[src/pipeCfg_cfg.svh]
// Widths and fixed encodings for the issue front end

`ifndef PIPE_CFG_CFG_SVH
`define PIPE_CFG_CFG_SVH

// Datapath widths
`define INST_WIDTH 16
`define REG_IDX_WIDTH 3

// NOP is opcode 00001 with all other bits clear
`define NOP_INST 16'b00001_000_0000_0000

// Opcode that stops issue until reset
`define HALT_OPCODE 5'b00000

// JAL and JALR write their return address here
`define LINK_REG 3'd7

`endif
[src/pipePkg.sv]
// Pipeline-control types: halt state and per-stage valid vector

package pipePkg;

    // Stages tracked behind issue
    localparam int NUM_STAGES = 4;

    // Bit positions inside a stage vector
    localparam int STG_D = 0;
    localparam int STG_X = 1;
    localparam int STG_M = 2;
    localparam int STG_W = 3;

    // One bit per stage, Decode in bit 0
    typedef logic [NUM_STAGES-1:0] stageVecT;

    // Issue runs until a HALT goes out
    typedef enum logic {
        stIssuing = 1'b0,
        stHalted  = 1'b1
    } haltStateT;

endpackage

[src/isaPkg.sv]
// Instruction-set types: instruction word, opcode field, register index, field positions

`include "pipeCfg_cfg.svh"

package isaPkg;

    // Field widths
    localparam int OPCODE_WIDTH = 5;
    localparam int REG_IDX_WIDTH = `REG_IDX_WIDTH;

    // Least significant bit of each instruction field
    localparam int OPCODE_LSB = `INST_WIDTH - OPCODE_WIDTH;
    localparam int RS_LSB = 8;
    localparam int RT_LSB = 5;
    localparam int RD_LSB = 2;

    // Full instruction word
    typedef logic [`INST_WIDTH-1:0] instT;

    // Opcode field, bits 15 to 11
    typedef logic [OPCODE_WIDTH-1:0] opcodeT;

    // Index into the eight-entry register file
    typedef logic [REG_IDX_WIDTH-1:0] regIdxT;

endpackage

[src/issueStage.sv]
// Issue stage top: hazard detector beside the destination tracker

`timescale 1ns/100ps

module issueStage (
    input  logic         clk,
    input  logic         reset,
    input  isaPkg::instT fetchInst,
    output isaPkg::instT nextInst,
    output logic         pcNop,
    output logic         halted
);

    pipePkg::stageVecT regWrt;
    isaPkg::regIdxT    wrtRegD;
    isaPkg::regIdxT    wrtRegX;
    isaPkg::regIdxT    wrtRegM;
    isaPkg::regIdxT    wrtRegW;
    logic              branchInstF;
    logic              branchInstD;
    logic              branchInstX;

    hazardDetect detector (
        .clk         (clk),
        .reset       (reset),
        .fetchInst   (fetchInst),
        .regWrt      (regWrt),
        .wrtRegD     (wrtRegD),
        .wrtRegX     (wrtRegX),
        .wrtRegM     (wrtRegM),
        .wrtRegW     (wrtRegW),
        .branchInstD (branchInstD),
        .branchInstX (branchInstX),
        .nextInst    (nextInst),
        .pcNop       (pcNop),
        .branchInstF (branchInstF),
        .halted      (halted)
    );

    // Stands in for the D, X, M, W pipeline registers
    destTracker tracker (
        .clk         (clk),
        .reset       (reset),
        .nextInst    (nextInst),
        .branchInstF (branchInstF),
        .regWrt      (regWrt),
        .wrtRegD     (wrtRegD),
        .wrtRegX     (wrtRegX),
        .wrtRegM     (wrtRegM),
        .wrtRegW     (wrtRegW),
        .branchInstD (branchInstD),
        .branchInstX (branchInstX)
    );

endmodule

[src/destTracker.sv]
// Destination tracker: write records through D, X, M, W and branch flags through D, X

`timescale 1ns/100ps

`include "pipeCfg_cfg.svh"

module destTracker (
    input  logic              clk,
    input  logic              reset,
    input  isaPkg::instT      nextInst,
    input  logic              branchInstF,
    output pipePkg::stageVecT regWrt,
    output isaPkg::regIdxT    wrtRegD,
    output isaPkg::regIdxT    wrtRegX,
    output isaPkg::regIdxT    wrtRegM,
    output isaPkg::regIdxT    wrtRegW,
    output logic              branchInstD,
    output logic              branchInstX
);

    logic           newWrt;
    isaPkg::regIdxT newReg;

    instDecode issueDecode (
        .inst      (nextInst),
        .rsUsed    (),
        .rtUsed    (),
        .rsReg     (),
        .rtReg     (),
        .regWrt    (newWrt),
        .wrtReg    (newReg),
        .isControl ()
    );

    // Enables and branch flags
    always_ff @(posedge clk) begin
        if (reset) begin
            regWrt      <= '0;
            branchInstD <= 1'b0;
            branchInstX <= 1'b0;
        end else begin
            regWrt      <= {regWrt[pipePkg::STG_M:pipePkg::STG_D], newWrt};
            branchInstD <= branchInstF;
            branchInstX <= branchInstD;
        end
    end

    // Register indices, only meaningful where the enable is set
    always_ff @(posedge clk) begin
        wrtRegD <= newReg;
        wrtRegX <= wrtRegD;
        wrtRegM <= wrtRegX;
        wrtRegW <= wrtRegM;
    end

    nopWritesNothing: assert property (@(posedge clk) disable iff (reset)
        nextInst == `NOP_INST |=> !regWrt[pipePkg::STG_D]);

endmodule

[src/hazardDetect.sv]
// Hazard detector: source compare against tracked writers, stall, NOP insertion and halt FSM

`timescale 1ns/100ps

`include "pipeCfg_cfg.svh"

module hazardDetect (
    input  logic             clk,
    input  logic             reset,
    input  isaPkg::instT     fetchInst,
    input  pipePkg::stageVecT regWrt,
    input  isaPkg::regIdxT   wrtRegD,
    input  isaPkg::regIdxT   wrtRegX,
    input  isaPkg::regIdxT   wrtRegM,
    input  isaPkg::regIdxT   wrtRegW,
    input  logic             branchInstD,
    input  logic             branchInstX,
    output isaPkg::instT     nextInst,
    output logic             pcNop,
    output logic             branchInstF,
    output logic             halted
);

    logic              rsUsed;
    logic              rtUsed;
    isaPkg::regIdxT    rsReg;
    isaPkg::regIdxT    rtReg;
    logic              isControl;
    pipePkg::stageVecT rsMatch;
    pipePkg::stageVecT rtMatch;
    logic              rsHazard;
    logic              rtHazard;
    logic              issue;
    logic              haltIssued;
    pipePkg::haltStateT state;

    instDecode fetchDecode (
        .inst      (fetchInst),
        .rsUsed    (rsUsed),
        .rtUsed    (rtUsed),
        .rsReg     (rsReg),
        .rtReg     (rtReg),
        .regWrt    (),
        .wrtReg    (),
        .isControl (isControl)
    );

    // Per-stage register compare in the bit order of regWrt
    assign rsMatch = {rsReg == wrtRegW, rsReg == wrtRegM, rsReg == wrtRegX, rsReg == wrtRegD};
    assign rtMatch = {rtReg == wrtRegW, rtReg == wrtRegM, rtReg == wrtRegX, rtReg == wrtRegD};

    assign rsHazard = rsUsed && |(rsMatch & regWrt);
    assign rtHazard = rtUsed && |(rtMatch & regWrt);

    // Control flow in D or X still has to resolve
    assign pcNop = rsHazard || rtHazard || branchInstD || branchInstX || halted;

    assign issue       = !(pcNop || reset);
    assign nextInst    = issue ? fetchInst : `NOP_INST;
    assign branchInstF = issue && isControl;

    assign haltIssued = issue &&
        (fetchInst[isaPkg::OPCODE_LSB +: isaPkg::OPCODE_WIDTH] == `HALT_OPCODE);

    // Halt FSM stays halted until reset
    always_ff @(posedge clk) begin
        if (reset) begin
            state <= pipePkg::stIssuing;
        end else if (haltIssued) begin
            state <= pipePkg::stHalted;
        end
    end

    assign halted = (state == pipePkg::stHalted);

    // Fetch keeps a stalled instruction in place
    fetchHeldOnStall: assert property (@(posedge clk) disable iff (reset)
        pcNop |=> fetchInst == $past(fetchInst));

    // Two NOPs follow every issued control-flow instruction
    oneBranchInFlight: assert property (@(posedge clk) disable iff (reset)
        branchInstD |-> !branchInstX);

endmodule

[src/instDecode.sv]
// Instruction decoder: source usage, source registers, destination and control-flow flag

`timescale 1ns/100ps

`include "pipeCfg_cfg.svh"

module instDecode (
    input  isaPkg::instT   inst,
    output logic           rsUsed,
    output logic           rtUsed,
    output isaPkg::regIdxT rsReg,
    output isaPkg::regIdxT rtReg,
    output logic           regWrt,
    output isaPkg::regIdxT wrtReg,
    output logic           isControl
);

    isaPkg::opcodeT opcode;
    isaPkg::regIdxT rdReg;

    // Raw fields
    assign opcode = inst[isaPkg::OPCODE_LSB +: isaPkg::OPCODE_WIDTH];
    assign rsReg  = inst[isaPkg::RS_LSB +: isaPkg::REG_IDX_WIDTH];
    assign rtReg  = inst[isaPkg::RT_LSB +: isaPkg::REG_IDX_WIDTH];
    assign rdReg  = inst[isaPkg::RD_LSB +: isaPkg::REG_IDX_WIDTH];

    // Which source fields are actually read
    always_comb begin
        casez (opcode)
            // ST, STU read the data register in bits 7 to 5
            5'b10000, 5'b10011: begin
                rsUsed = 1'b1;
                rtUsed = 1'b1;
            end
            // Register-register ALU and set ops
            5'b11011, 5'b11010, 5'b111??: begin
                rsUsed = 1'b1;
                rtUsed = 1'b1;
            end
            // NOP, HALT, siic, RTI
            5'b000??: begin
                rsUsed = 1'b0;
                rtUsed = 1'b0;
            end
            // J and JAL use only a displacement
            5'b00100, 5'b00110: begin
                rsUsed = 1'b0;
                rtUsed = 1'b0;
            end
            default: begin
                rsUsed = 1'b1;
                rtUsed = 1'b0;
            end
        endcase
    end

    // Destination register and its write enable
    always_comb begin
        casez (opcode)
            5'b11011, 5'b11010, 5'b111??, 5'b11001: begin
                regWrt = 1'b1;
                wrtReg = rdReg;
            end
            // Immediate ALU ops, shifts and LD write bits 7 to 5
            5'b010??, 5'b101??, 5'b10001: begin
                regWrt = 1'b1;
                wrtReg = rtReg;
            end
            // STU updates its base, LBI and SLBI load into rs
            5'b10011, 5'b11000, 5'b10010: begin
                regWrt = 1'b1;
                wrtReg = rsReg;
            end
            5'b00110, 5'b00111: begin
                regWrt = 1'b1;
                wrtReg = `LINK_REG;
            end
            default: begin
                regWrt = 1'b0;
                wrtReg = rdReg;
            end
        endcase
    end

    // Jumps 001xx and branches 011xx
    assign isControl = (opcode[4:3] == 2'b00 || opcode[4:3] == 2'b01) && opcode[2];

endmodule

[config.mk]
export PLATFORM = sky130hd
export DESIGN_NAME = issueStage
export DESIGN_NICKNAME = d
export VERILOG_FILES = /design/src/pipePkg.sv /design/src/isaPkg.sv /design/src/issueStage.sv /design/src/destTracker.sv /design/src/hazardDetect.sv /design/src/instDecode.sv
export VERILOG_INCLUDE_DIRS = /design/src /design/src/src
export SDC_FILE = /design/constraint.sdc
export NUM_CORES = 1
export LEC_CHECK = 0
export ABC_AREA = 1
export BUFFER_PORTS_ARGS = -buffer_cell sky130_fd_sc_hd__buf_2
export CORE_MARGIN = 2
export CORE_UTILIZATION = 45
export CTS_CLUSTER_SIZE = 40
export DETAILED_ROUTE_END_ITERATION = 10
export PLACE_DENSITY = 0.74
export SLEW_MARGIN = 20
export SYNTH_ARGS = -nofsm -noshare
export SYNTH_HDL_FRONTEND = slang
export SYNTH_SLANG_ARGS = --single-unit
[constraint.sdc]
create_clock -name clk -period 1.7 [get_ports clk]
set_clock_uncertainty 0.1 [all_clocks]
set_input_delay 0.34 -clock clk [delete_from_list [all_inputs] [get_ports clk]]
set_output_delay 0.34 -clock clk [all_outputs]
set_load 0.02 [all_outputs]
== Word-level counts from Yosys, hierarchy flattened ==
Cells that the tools add are included.

* Multipliers: 0
* Multiplexer cells: 5
* $add $sub $neg: 0
* Bitwise operators: 2
* Magnitude comparators: 0
* Shift-type cells: 0
* Reductions and logical operators: 23
* Eq/ne operators: 28
* Divide/modulo/power cells: 0

{| class="wikitable"
|+ Operators with widths
! cell !! number
|-
| == test 5 bit (second input constant) || 11
|-
| == test 3 bit || 8
|-
| == test 5 x 3 -> 1 bit (second input constant) || 4
|-
| two-way mux 16 bit || 1
|-
| OR reduction 12 bit || 1
|-
| == test 3 bit (second input constant) || 3
|-
| one-hot mux 3 bit (3 select lines) || 1
|-
| OR reduction 3 bit || 3
|-
| bitwise AND 4 bit || 2
|-
| OR reduction 4 bit || 2
|-
| logical OR 1 bit || 6
|-
| logical AND 1 bit || 5
|-
| zero test 5 bit || 1
|-
| OR reduction 5 bit || 1
|-
| == test 3 x 2 -> 1 bit (second input constant) || 1
|-
| zero test 3 bit || 1
|-
| two-way mux 1 bit || 3
|-
| == test 2 x 1 -> 1 bit (second input constant) || 1
|-
| zero test 2 bit || 1
|-
| OR reduction 2 bit || 1
|-
| zero test 1 bit || 1
|}

* Memories kept: 0
* Input bits: 18
* RAM bits: 0
* Bits in read-only memories: 0
* Output and inout bits: 18
* Latch bits: 0
* Logic and storage cells: 66
* Flip-flop bits (word level): 19

== Logic depth before layout (Yosys ltp) ==
Gate-level depths: netlist of the first run.

* Depth in word-level cells: 13
* Gate-level depth with buffers: 18
* Depth with buffers taken out: 18

== Modules after synthesis ==
A second synthesis of the first run with hierarchy kept.

* Cell total of the unflattened synthesis: 303
* Area, all modules: 1762.9 µm²

{| class="wikitable"
|+ Modules (own cells, without submodules)
! module !! area each (µm²) !! cells each !! times used !! sequential area each (µm²)
|-
| instDecode || 340.3 || 64 || 2 || 0.0
|-
| hazardDetect || 676.9 || 145 || 1 || 20.0
|-
| destTracker || 405.4 || 30 || 1 || 360.3
|}

== Worst setup path before layout of the first run ==
No wires, ideal clock.

* Path type: flip-flop to output port
* Start point: register tracker.wrtRegD[2]
* End point: output nextInst[0]
* Cell stages (with the launch flop): 14
* Path slack: -0.311 ns
* Path buffers: 1
* Arrival: 1.571 ns
* Data required time: 1.260 ns
* Path through: dfxtp_1 -> inv_1 -> nand2_1 -> nand2_1 -> nand2_1 -> nor2_1 -> nor2_1 -> nand2_1 -> nand2_1 -> nand3_4 -> nor2_8 -> inv_4 -> buf_6 -> nor2_1

* Word-level cells in the longest chain between the ends: 10
* Elaborated cells on any way between the ends: 14
* Classes of those cells: eq/ne: 2; mux: 1; bitwise: 2; reduce/logical: 9

{| class="wikitable"
|+ RTL lines
! what !! RTL line !! RTL
|-
| start, declared || destTracker.sv:13 || <nowiki>output isaPkg::regIdxT wrtRegD,</nowiki>
|-
| start signal, assigned || destTracker.sv:50 || <nowiki>wrtRegD <= newReg;</nowiki>
|-
| == test 3 bit (on tied branches) || hazardDetect.sv:49, hazardDetect.sv:50 ||
|-
| bitwise AND 4 bit (on tied branches) || hazardDetect.sv:52, hazardDetect.sv:53 ||
|-
| OR reduction 4 bit (on tied branches) || hazardDetect.sv:52, hazardDetect.sv:53 ||
|-
| logical AND 1 bit (on tied branches) || hazardDetect.sv:52, hazardDetect.sv:53 ||
|-
| logical OR 1 bit (*) (4 in series) || hazardDetect.sv:56 || <nowiki>assign pcNop = rsHazard || rtHazard || branchInstD || branchInstX || halted;</nowiki>
|-
| via pcNop || issueStage.sv:10 || <nowiki>output logic pcNop,</nowiki>
|-
| logical OR 1 bit (*) || hazardDetect.sv:58 || <nowiki>assign issue = !(pcNop || reset);</nowiki>
|-
| two-way mux 16 bit (no line) (*) || - ||
|-
| end, declared || issueStage.sv:9 || <nowiki>output isaPkg::instT nextInst,</nowiki>
|}

The timed path passes the listed nets; every way through them passes the cells marked *.

== Worst setup path after layout of the first run ==
* Start point: register tracker.wrtRegD[2]
* End point: output nextInst[4]

* Word-level cells in the longest chain between the ends: 10
* Elaborated cells on any way between the ends: 14
* Classes of those cells: eq/ne: 2; mux: 1; bitwise: 2; reduce/logical: 9

{| class="wikitable"
|+ RTL lines
! what !! RTL line
|-
| == test 3 bit (on tied branches) || hazardDetect.sv:49, hazardDetect.sv:50
|-
| bitwise AND 4 bit (on tied branches) || hazardDetect.sv:52, hazardDetect.sv:53
|-
| OR reduction 4 bit (on tied branches) || hazardDetect.sv:52, hazardDetect.sv:53
|-
| logical AND 1 bit (on tied branches) || hazardDetect.sv:52, hazardDetect.sv:53
|-
| logical OR 1 bit (*) (4 in series) || hazardDetect.sv:56
|-
| logical OR 1 bit (*) || hazardDetect.sv:58
|-
| two-way mux 16 bit (no line) (*) || -
|}

Mark *: on every way between the ends. The rest lies on a longest branch, timed or not.

==> out/results.txt, run 1 <==
status: complete, but fails checks
failing checks: setup timing
first-iteration detailed-routing DRC count: 69
synth unique cells: 22
initial antenna violation count: 0
initial core utilization: 46.6%
clk_lat worst skew: 0.31 ns
Clock Pin Slew Worst Setup and Hold Paths: 0.11 ns
Reg2Reg Setup Slack: -0.44 ns
pin count of the biggest net entering global routing: 11
drt pass-1 iters: 4
CP endpoint kind: output port
antenna viol nets, final: 0
hold crit path type: in2reg
Max Slew Vio Count: 0
Rel. slew slack: 80.8%
PwrDens: 645 nW/um^2
I/O pins: 36
Diodes inserted: 0
Yosys top cell area share: 30.4%
final worst slack: -0.639 ns
share of post-route cells with drive strength above 1: 46.6%
Die H: 56.7 um
via/cell ratio: 5.00
CP Launch Type: flip-flop
DRC: 0
dpl ws: -0.493 ns
Synth top cells by count: nand2_1, inv_1, nor2_1
Synth Cell Area: 1250 sq um
area grow syn2layout: 70.5%
Hold-fix buffers, CTS: 0
final WL: 4130 um
Vias: 1,624
htree depth: 1
Avg Inst Size Synth: 5.85 sq um
final-stage net count: 313
max frequency: 428 MHz
Final Critical Period: 2.34 ns
FP Rows: 19
Die X: 56.7 um
Final Total Pwr: 1370 uW
number of synthesized flops with an enable pin: 0
Final Cycle Share: 138%
#FFs+latches synth: 19
Max-cap violations: 0
GP Congestion: 0.895
clk root buf: clkbuf_4
async set-reset flop share out of synthesis: 0%
top-count cell post-synth: nand2_1
peak supply drop: 556 uV
die area: 3220 sq um
Max FO, Critical Path: 6
Non-Filler Cell Area, Final: 2130 sq um
Req. time, crit path: 1.26 ns
leading area contributor after synthesis: dfxtp_1
Synth Flop Type: dfxtp_1
# fillers: 170
Core Area: 2690 sq um
vias in the first global route: 1,410
CTS max path bufs: 2
detailed placement HPWL: 2660 um
Worst Setup Path Type: reg2out
I/O Buffers: 35
TritonCTS clock tree: yes
Syn Nets: 232
GR Util All Layers: 22.9%
first-pass GRT wire length: 5810 um
placed cell area: 1850 sq um
sequential area share after synthesis: 30.4%
Worst Tran Pin Value: 0.286 ns
remaining global-route overflow: 0
Critical Path AT: 1.90 ns
CTS buffer count: 3
Final Hold Viols: 0
Area contributors post-synth: dfxtp_1, nand2_1, inv_1
post-layout util: 79.4%
final setup violation count: 21
Leak: 0.00111 uW
Yosys warning total: 0
Syn Inst Count: 214
clock sink count: 19
WL/cell: 12.7 um
Setup TNS: -11.70 ns
RSZ-0062 raised after global routing: yes
worst max-delay path: stages (launching register included):
cell and delay (ns):
dfxtp_2 0.37, inv_2 0.05, nand2_1 0.05, nand2_1 0.06, nand2_1 0.09, nor2_1 0.04, nor2_1 0.08, nand2_1 0.07
nand2_2 0.09, nand3_4 0.10, nor2_8 0.13, inv_6 0.06, buf_12 0.14, nor2_4 0.11, buf_6 0.13
sequential cells by signal (all words and copies together), names as in the netlist:
| signal | flops |
|---|---|
| tracker.wrtRegM | 3 |
| tracker.wrtRegD | 3 |
| tracker.wrtRegX | 3 |
| tracker.regWrt | 4 |
| detector.halted | 1 |
| tracker.wrtRegW | 3 |
| tracker.branchInstD | 1 |
| tracker.branchInstX | 1 |
cells in the final DEF (no fill, tap or decap), drive strengths merged:
cell type / synthesis / final
o211ai: 1 / 1
nand3: 14 / 14
o2111ai: 1 / 1
o31ai: 1 / 1
clkbuf: 0 / 4
nor3: 1 / 1
a21oi: 9 / 9
o21ai: 2 / 2
inv: 43 / 43
buf: 1 / 77
dfxtp: 19 / 19
xnor2: 1 / 1
nand2: 76 / 76
nor2: 39 / 39
nand4: 6 / 6
worst paths after layout:
path / startpoint / end / cells after the start
setup / recovery: tracker.wrtRegD[2] / nextInst[4] / 14
hold reg to reg: tracker.wrtRegM[0] / tracker.wrtRegW[0] / 0
setup reg to reg: tracker.wrtRegD[2] / tracker.wrtRegD[2] / 20
hold / removal: reset / tracker.regWrt[3] / 2
metal layers:
metal / share of wire (%) / track usage, % / up-vias / wire length, um
met3: 5.2 / 2.30 / 11 / 216
met5: 0 / 0 / - / 0
met4: 3.2 / 10.3 / 0 / 133
met2: 50 / 40.4 / 64 / 2050
li1: - / - / 811 / -
met1: 42 / 27.7 / 738 / 1730
stage by stage:
stage          hold slack [ns]  cells
2_1_floorplan            0.251    214
3_3_place_gp             0.264    315
3_5_place_dp             0.266    315
4_1_cts                  0.235    321
5_1_grt                  0.225    325
6_report                 0.213    325
layout make-up:
| class | instances | area [sq um] | area share (%) |
|---|---|---|---|
| sequential | 19 | 388 | 18.2 |
| timing repair buffer | 77 | 626 | 29.3 |
| inverter | 43 | 199 | 9.33 |
| multi-input combinational | 151 | 856 | 40.1 |
| tap | 31 | 38.8 | 1.82 |
| clock buffer | 4 | 26.3 | 1.23 |
cells by family (layout without fill, tap and decap cells):
logic type / count (synthesis) / after routing / share of synthesized area [%]
flip-flops: 19 / 19 / 30.4
XOR/XNOR: 1 / 1 / 0.700
buffers and inverters: 44 / 124 / 14.0
AND/OR/NAND/NOR: 136 / 136 / 48.6
AO/OA/AOI/OAI: 14 / 14 / 6.30
where the power goes:
part           switching, uW  internal (uW)  total, uW
sequential              34.2            493        527
clock                    144           92.0        235
combinational            332            280        612
what timing repair did:
item,4_1_cts,5_1_grt
pin swaps,3,11
buffers inserted,2,4
resized for setup,34,29
setup endpoints to repair,21,23
Note: power is estimated with default switching activity, not from simulation.
==> run 2: changes to the inputs <==
==> constraint.sdc (replaced) <==
create_clock -name clk -period 1.7 [get_ports clk]
set_clock_uncertainty 0.1 [all_clocks]
set_input_delay 0.085 -clock clk [delete_from_list [all_inputs] [get_ports clk]]
set_output_delay 0.085 -clock clk [all_outputs]
set_load 0.02 [all_outputs]
==> run 2 against run 1 <==
Effect of this change:
- the run still ends with setup timing left
- critical path type unchanged
- via count decreased by 5.4%
- design area decreased by 6.9%
- wire length decreased by 3.8%
- total power decreased by 4.0%
- critical path depth unchanged
- worst setup slack improved by 0.20 ns
- register-to-register slack improved by 0.12 ns
- fmax increased by 9.3%
==> out/results.txt, run 2 (synthesized netlist as in run 1, its figures left out) <==
Max-cap violations: 0
Final Critical Period: 2.14 ns
Reg with most FFs: tracker.regWrt
Critical Path AT: 1.96 ns
Top delay family on crit path: simple AND/OR/NAND/NOR gates
Max Slew Vio Count: 0
via/cell ratio: 4.86
hold path cells: 5
initial core utilization: 46.6%
register share of total power: 40.0%
Worst Tran Pin Value: 0.300 ns
failing checks: setup timing
TritonCTS clock tree: yes
Cell Int Power: 832 uW
PwrDens: 664 nW/um^2
share of post-route cells with drive strength above 1: 42.5%
final setup violation count: 22
hold crit path type: in2reg
Diodes inserted: 0
hold path startpoint: fetchInst[3]
CP max stage cell: dfxtp_2
Clk pwr share: 17.5%
Reg2Reg Setup Slack: -0.32 ns
I/O pins: 36
R2R cell count: 17
area grow syn2layout: 58.8%
placed cell area: 1680 sq um
cell mode on critical path: nand2_1
logic gate share of total power: 42.5%
Final Hold Viols: 0
final worst slack: -0.440 ns
WL/cell: 12.6 um
GR Util All Layers: 24.7%
WP buf/inv: 4
final-stage net count: 304
Non-Filler Cell Area, Final: 1990 sq um
reg2reg start: tracker.wrtRegW[2]
CTS max path bufs: 2
CP Launch Type: flip-flop
FP Rows: 19
Largest register FFs: 4
Core Area: 2690 sq um
Leak: 0.00104 uW
die area: 3220 sq um
drt pass-1 iters: 4
remaining global-route overflow: 0
first-pass GRT wire length: 6130 um
Clock Pin Slew Worst Setup and Hold Paths: 0.11 ns
GP Congestion: 0.854
initial antenna violation count: 0
RSZ-0062 raised after global routing: yes
final WL: 3970 um
Die H: 56.7 um
Rel. slew slack: 79.9%
htree depth: 1
sw frac: 36.9%
Worst Setup Path Type: reg2out
Final Cycle Share: 126%
I/O Buffers: 35
most frequent cells in the layout: nand2_1, inv_1, buf_4, nor2_1
Vias: 1,537
Psw: 488 uW
antenna viol nets, final: 0
crit path cell chain: inv_1 > nand2_1 > nand2_1 > nand2_1 > nor2_1 > nor2_1 > nand2_1 > nand2_2 > nand3_4 > nor2_8 > inv_6 > buf_6 > nor2_4 > buf_6
CP endpoint kind: output port
peak supply drop: 501 uV
clk root buf: clkbuf_4
CTS buffer count: 3
vias in the first global route: 1,365
Req. time, crit path: 1.51 ns
clock sink count: 19
Die X: 56.7 um
commonest non-fill, non-tap cell in the layout: nand2_1
clk_lat worst skew: 0.30 ns
DRC: 0
# fillers: 214
pin count of the biggest net entering global routing: 11
first-iteration detailed-routing DRC count: 68
detailed placement HPWL: 2590 um
max frequency: 467 MHz
post-layout util: 74.0%
status: complete, but fails checks
Hold Path End: tracker.wrtRegD[1]
crit-path max cell delay: 0.36 ns
FF-to-FF End: tracker.wrtRegD[2]
Max FO, Critical Path: 6
[run 2: changes by cell type in the layout (fill, tap and decap cells not counted), moves of 3 or more]
cell           delta
buf_4            -13
inv_2             +6
nand2_1           +6
nand2_2           -4
dlygate4sd3_1     +3
inv_6             -3
nor2_2            +3
[run 2: repair_timing]
action / 4_1_cts / 5_1_grt
resized for setup: 43 / 20
hold endpoints to repair: 6 / 0
pin swaps: 4 / 4
gates cloned: 1 / 0
hold buffers: 3 / 0
setup buffers: 3 / 2
setup endpoints to repair: 22 / 23
[run 2: metrics by stage]
stage / hold slack, ns / total power (uW) / TNS, ns / setup WS, ns / cells
6_report: 0.0641 / 1320 / -7.96 / -0.440 / 316
5_1_grt: 0.0480 / 1400 / -10.53 / -0.558 / 316
4_1_cts: 0.00388 / 1270 / -6.79 / -0.384 / 314
3_5_place_dp: 0.253 / 967 / -2.02 / -0.215 / 303
3_3_place_gp: 0.256 / 960 / -1.02 / -0.140 / 303
2_1_floorplan: 0.0563 / 798 / -0.334 / -0.0955 / 214
[run 2: worst max path at each step]
stage / start / end / slack, ns / cells past startpoint
5_1_grt: tracker.wrtRegW[2] / nextInst[4] / -0.56 / 14
3_5_place_dp: tracker.wrtRegW[2] / tracker.wrtRegD[0] / -0.22 / 17
2_1_floorplan: tracker.wrtRegM[2] / tracker.wrtRegD[2] / -0.1 / 15
6_report: tracker.wrtRegW[2] / nextInst[4] / -0.44 / 14
3_3_place_gp: tracker.wrtRegW[2] / tracker.wrtRegD[0] / -0.14 / 17
4_1_cts: tracker.wrtRegX[2] / nextInst[3] / -0.38 / 14
[run 2: worst register-to-register path: stages (launching register included)]
cell     delay [ns]
dfxtp_2        0.36
inv_1          0.04
nand2_1        0.05
nand2_1        0.05
nand2_1        0.06
nor2_1         0.04
nor2_1         0.11
nand2_1        0.10
nand2_2        0.10
nand3_4        0.10
nor2_8         0.22
buf_4          0.15
nand4_1        0.08
nand2_2        0.12
nand2_4        0.08
nor2_1         0.10
nor2_1         0.06
nand2_1        0.06
[run 2: power groups by stage]
stage               combinational, uW  clock [uW]  sequential [uW]
detailed placement                432           0              535
global placement                  427           0              533
CTS                               508         237              527
global route                      607         257              535
finish                            561         231              528
floorplan                         270           0              529
[run 2: layout make-up]
class | instances | area (sq um) | area share (%)
Tap cell | 31 | 38.8 | 1.95
Inverter | 43 | 169 | 8.50
Sequential cell | 19 | 390 | 19.6
Timing Repair Buffer | 67 | 534 | 26.9
Multi-Input combinational cell | 151 | 822 | 41.4
Timing Repair inverter | 1 | 6.26 | 0.315
Clock buffer | 4 | 26.3 | 1.32
[run 2: layer usage]
metal  vias to the layer above  global-route usage [%]  share of wire [%]
li1                        796                       -                  -
met1                       685                    30.4                 41
met2                        50                    44.4                 53
met3                         6                    1.84                4.1
met4                         0                    9.63                1.8
met5                         -                       0                  0
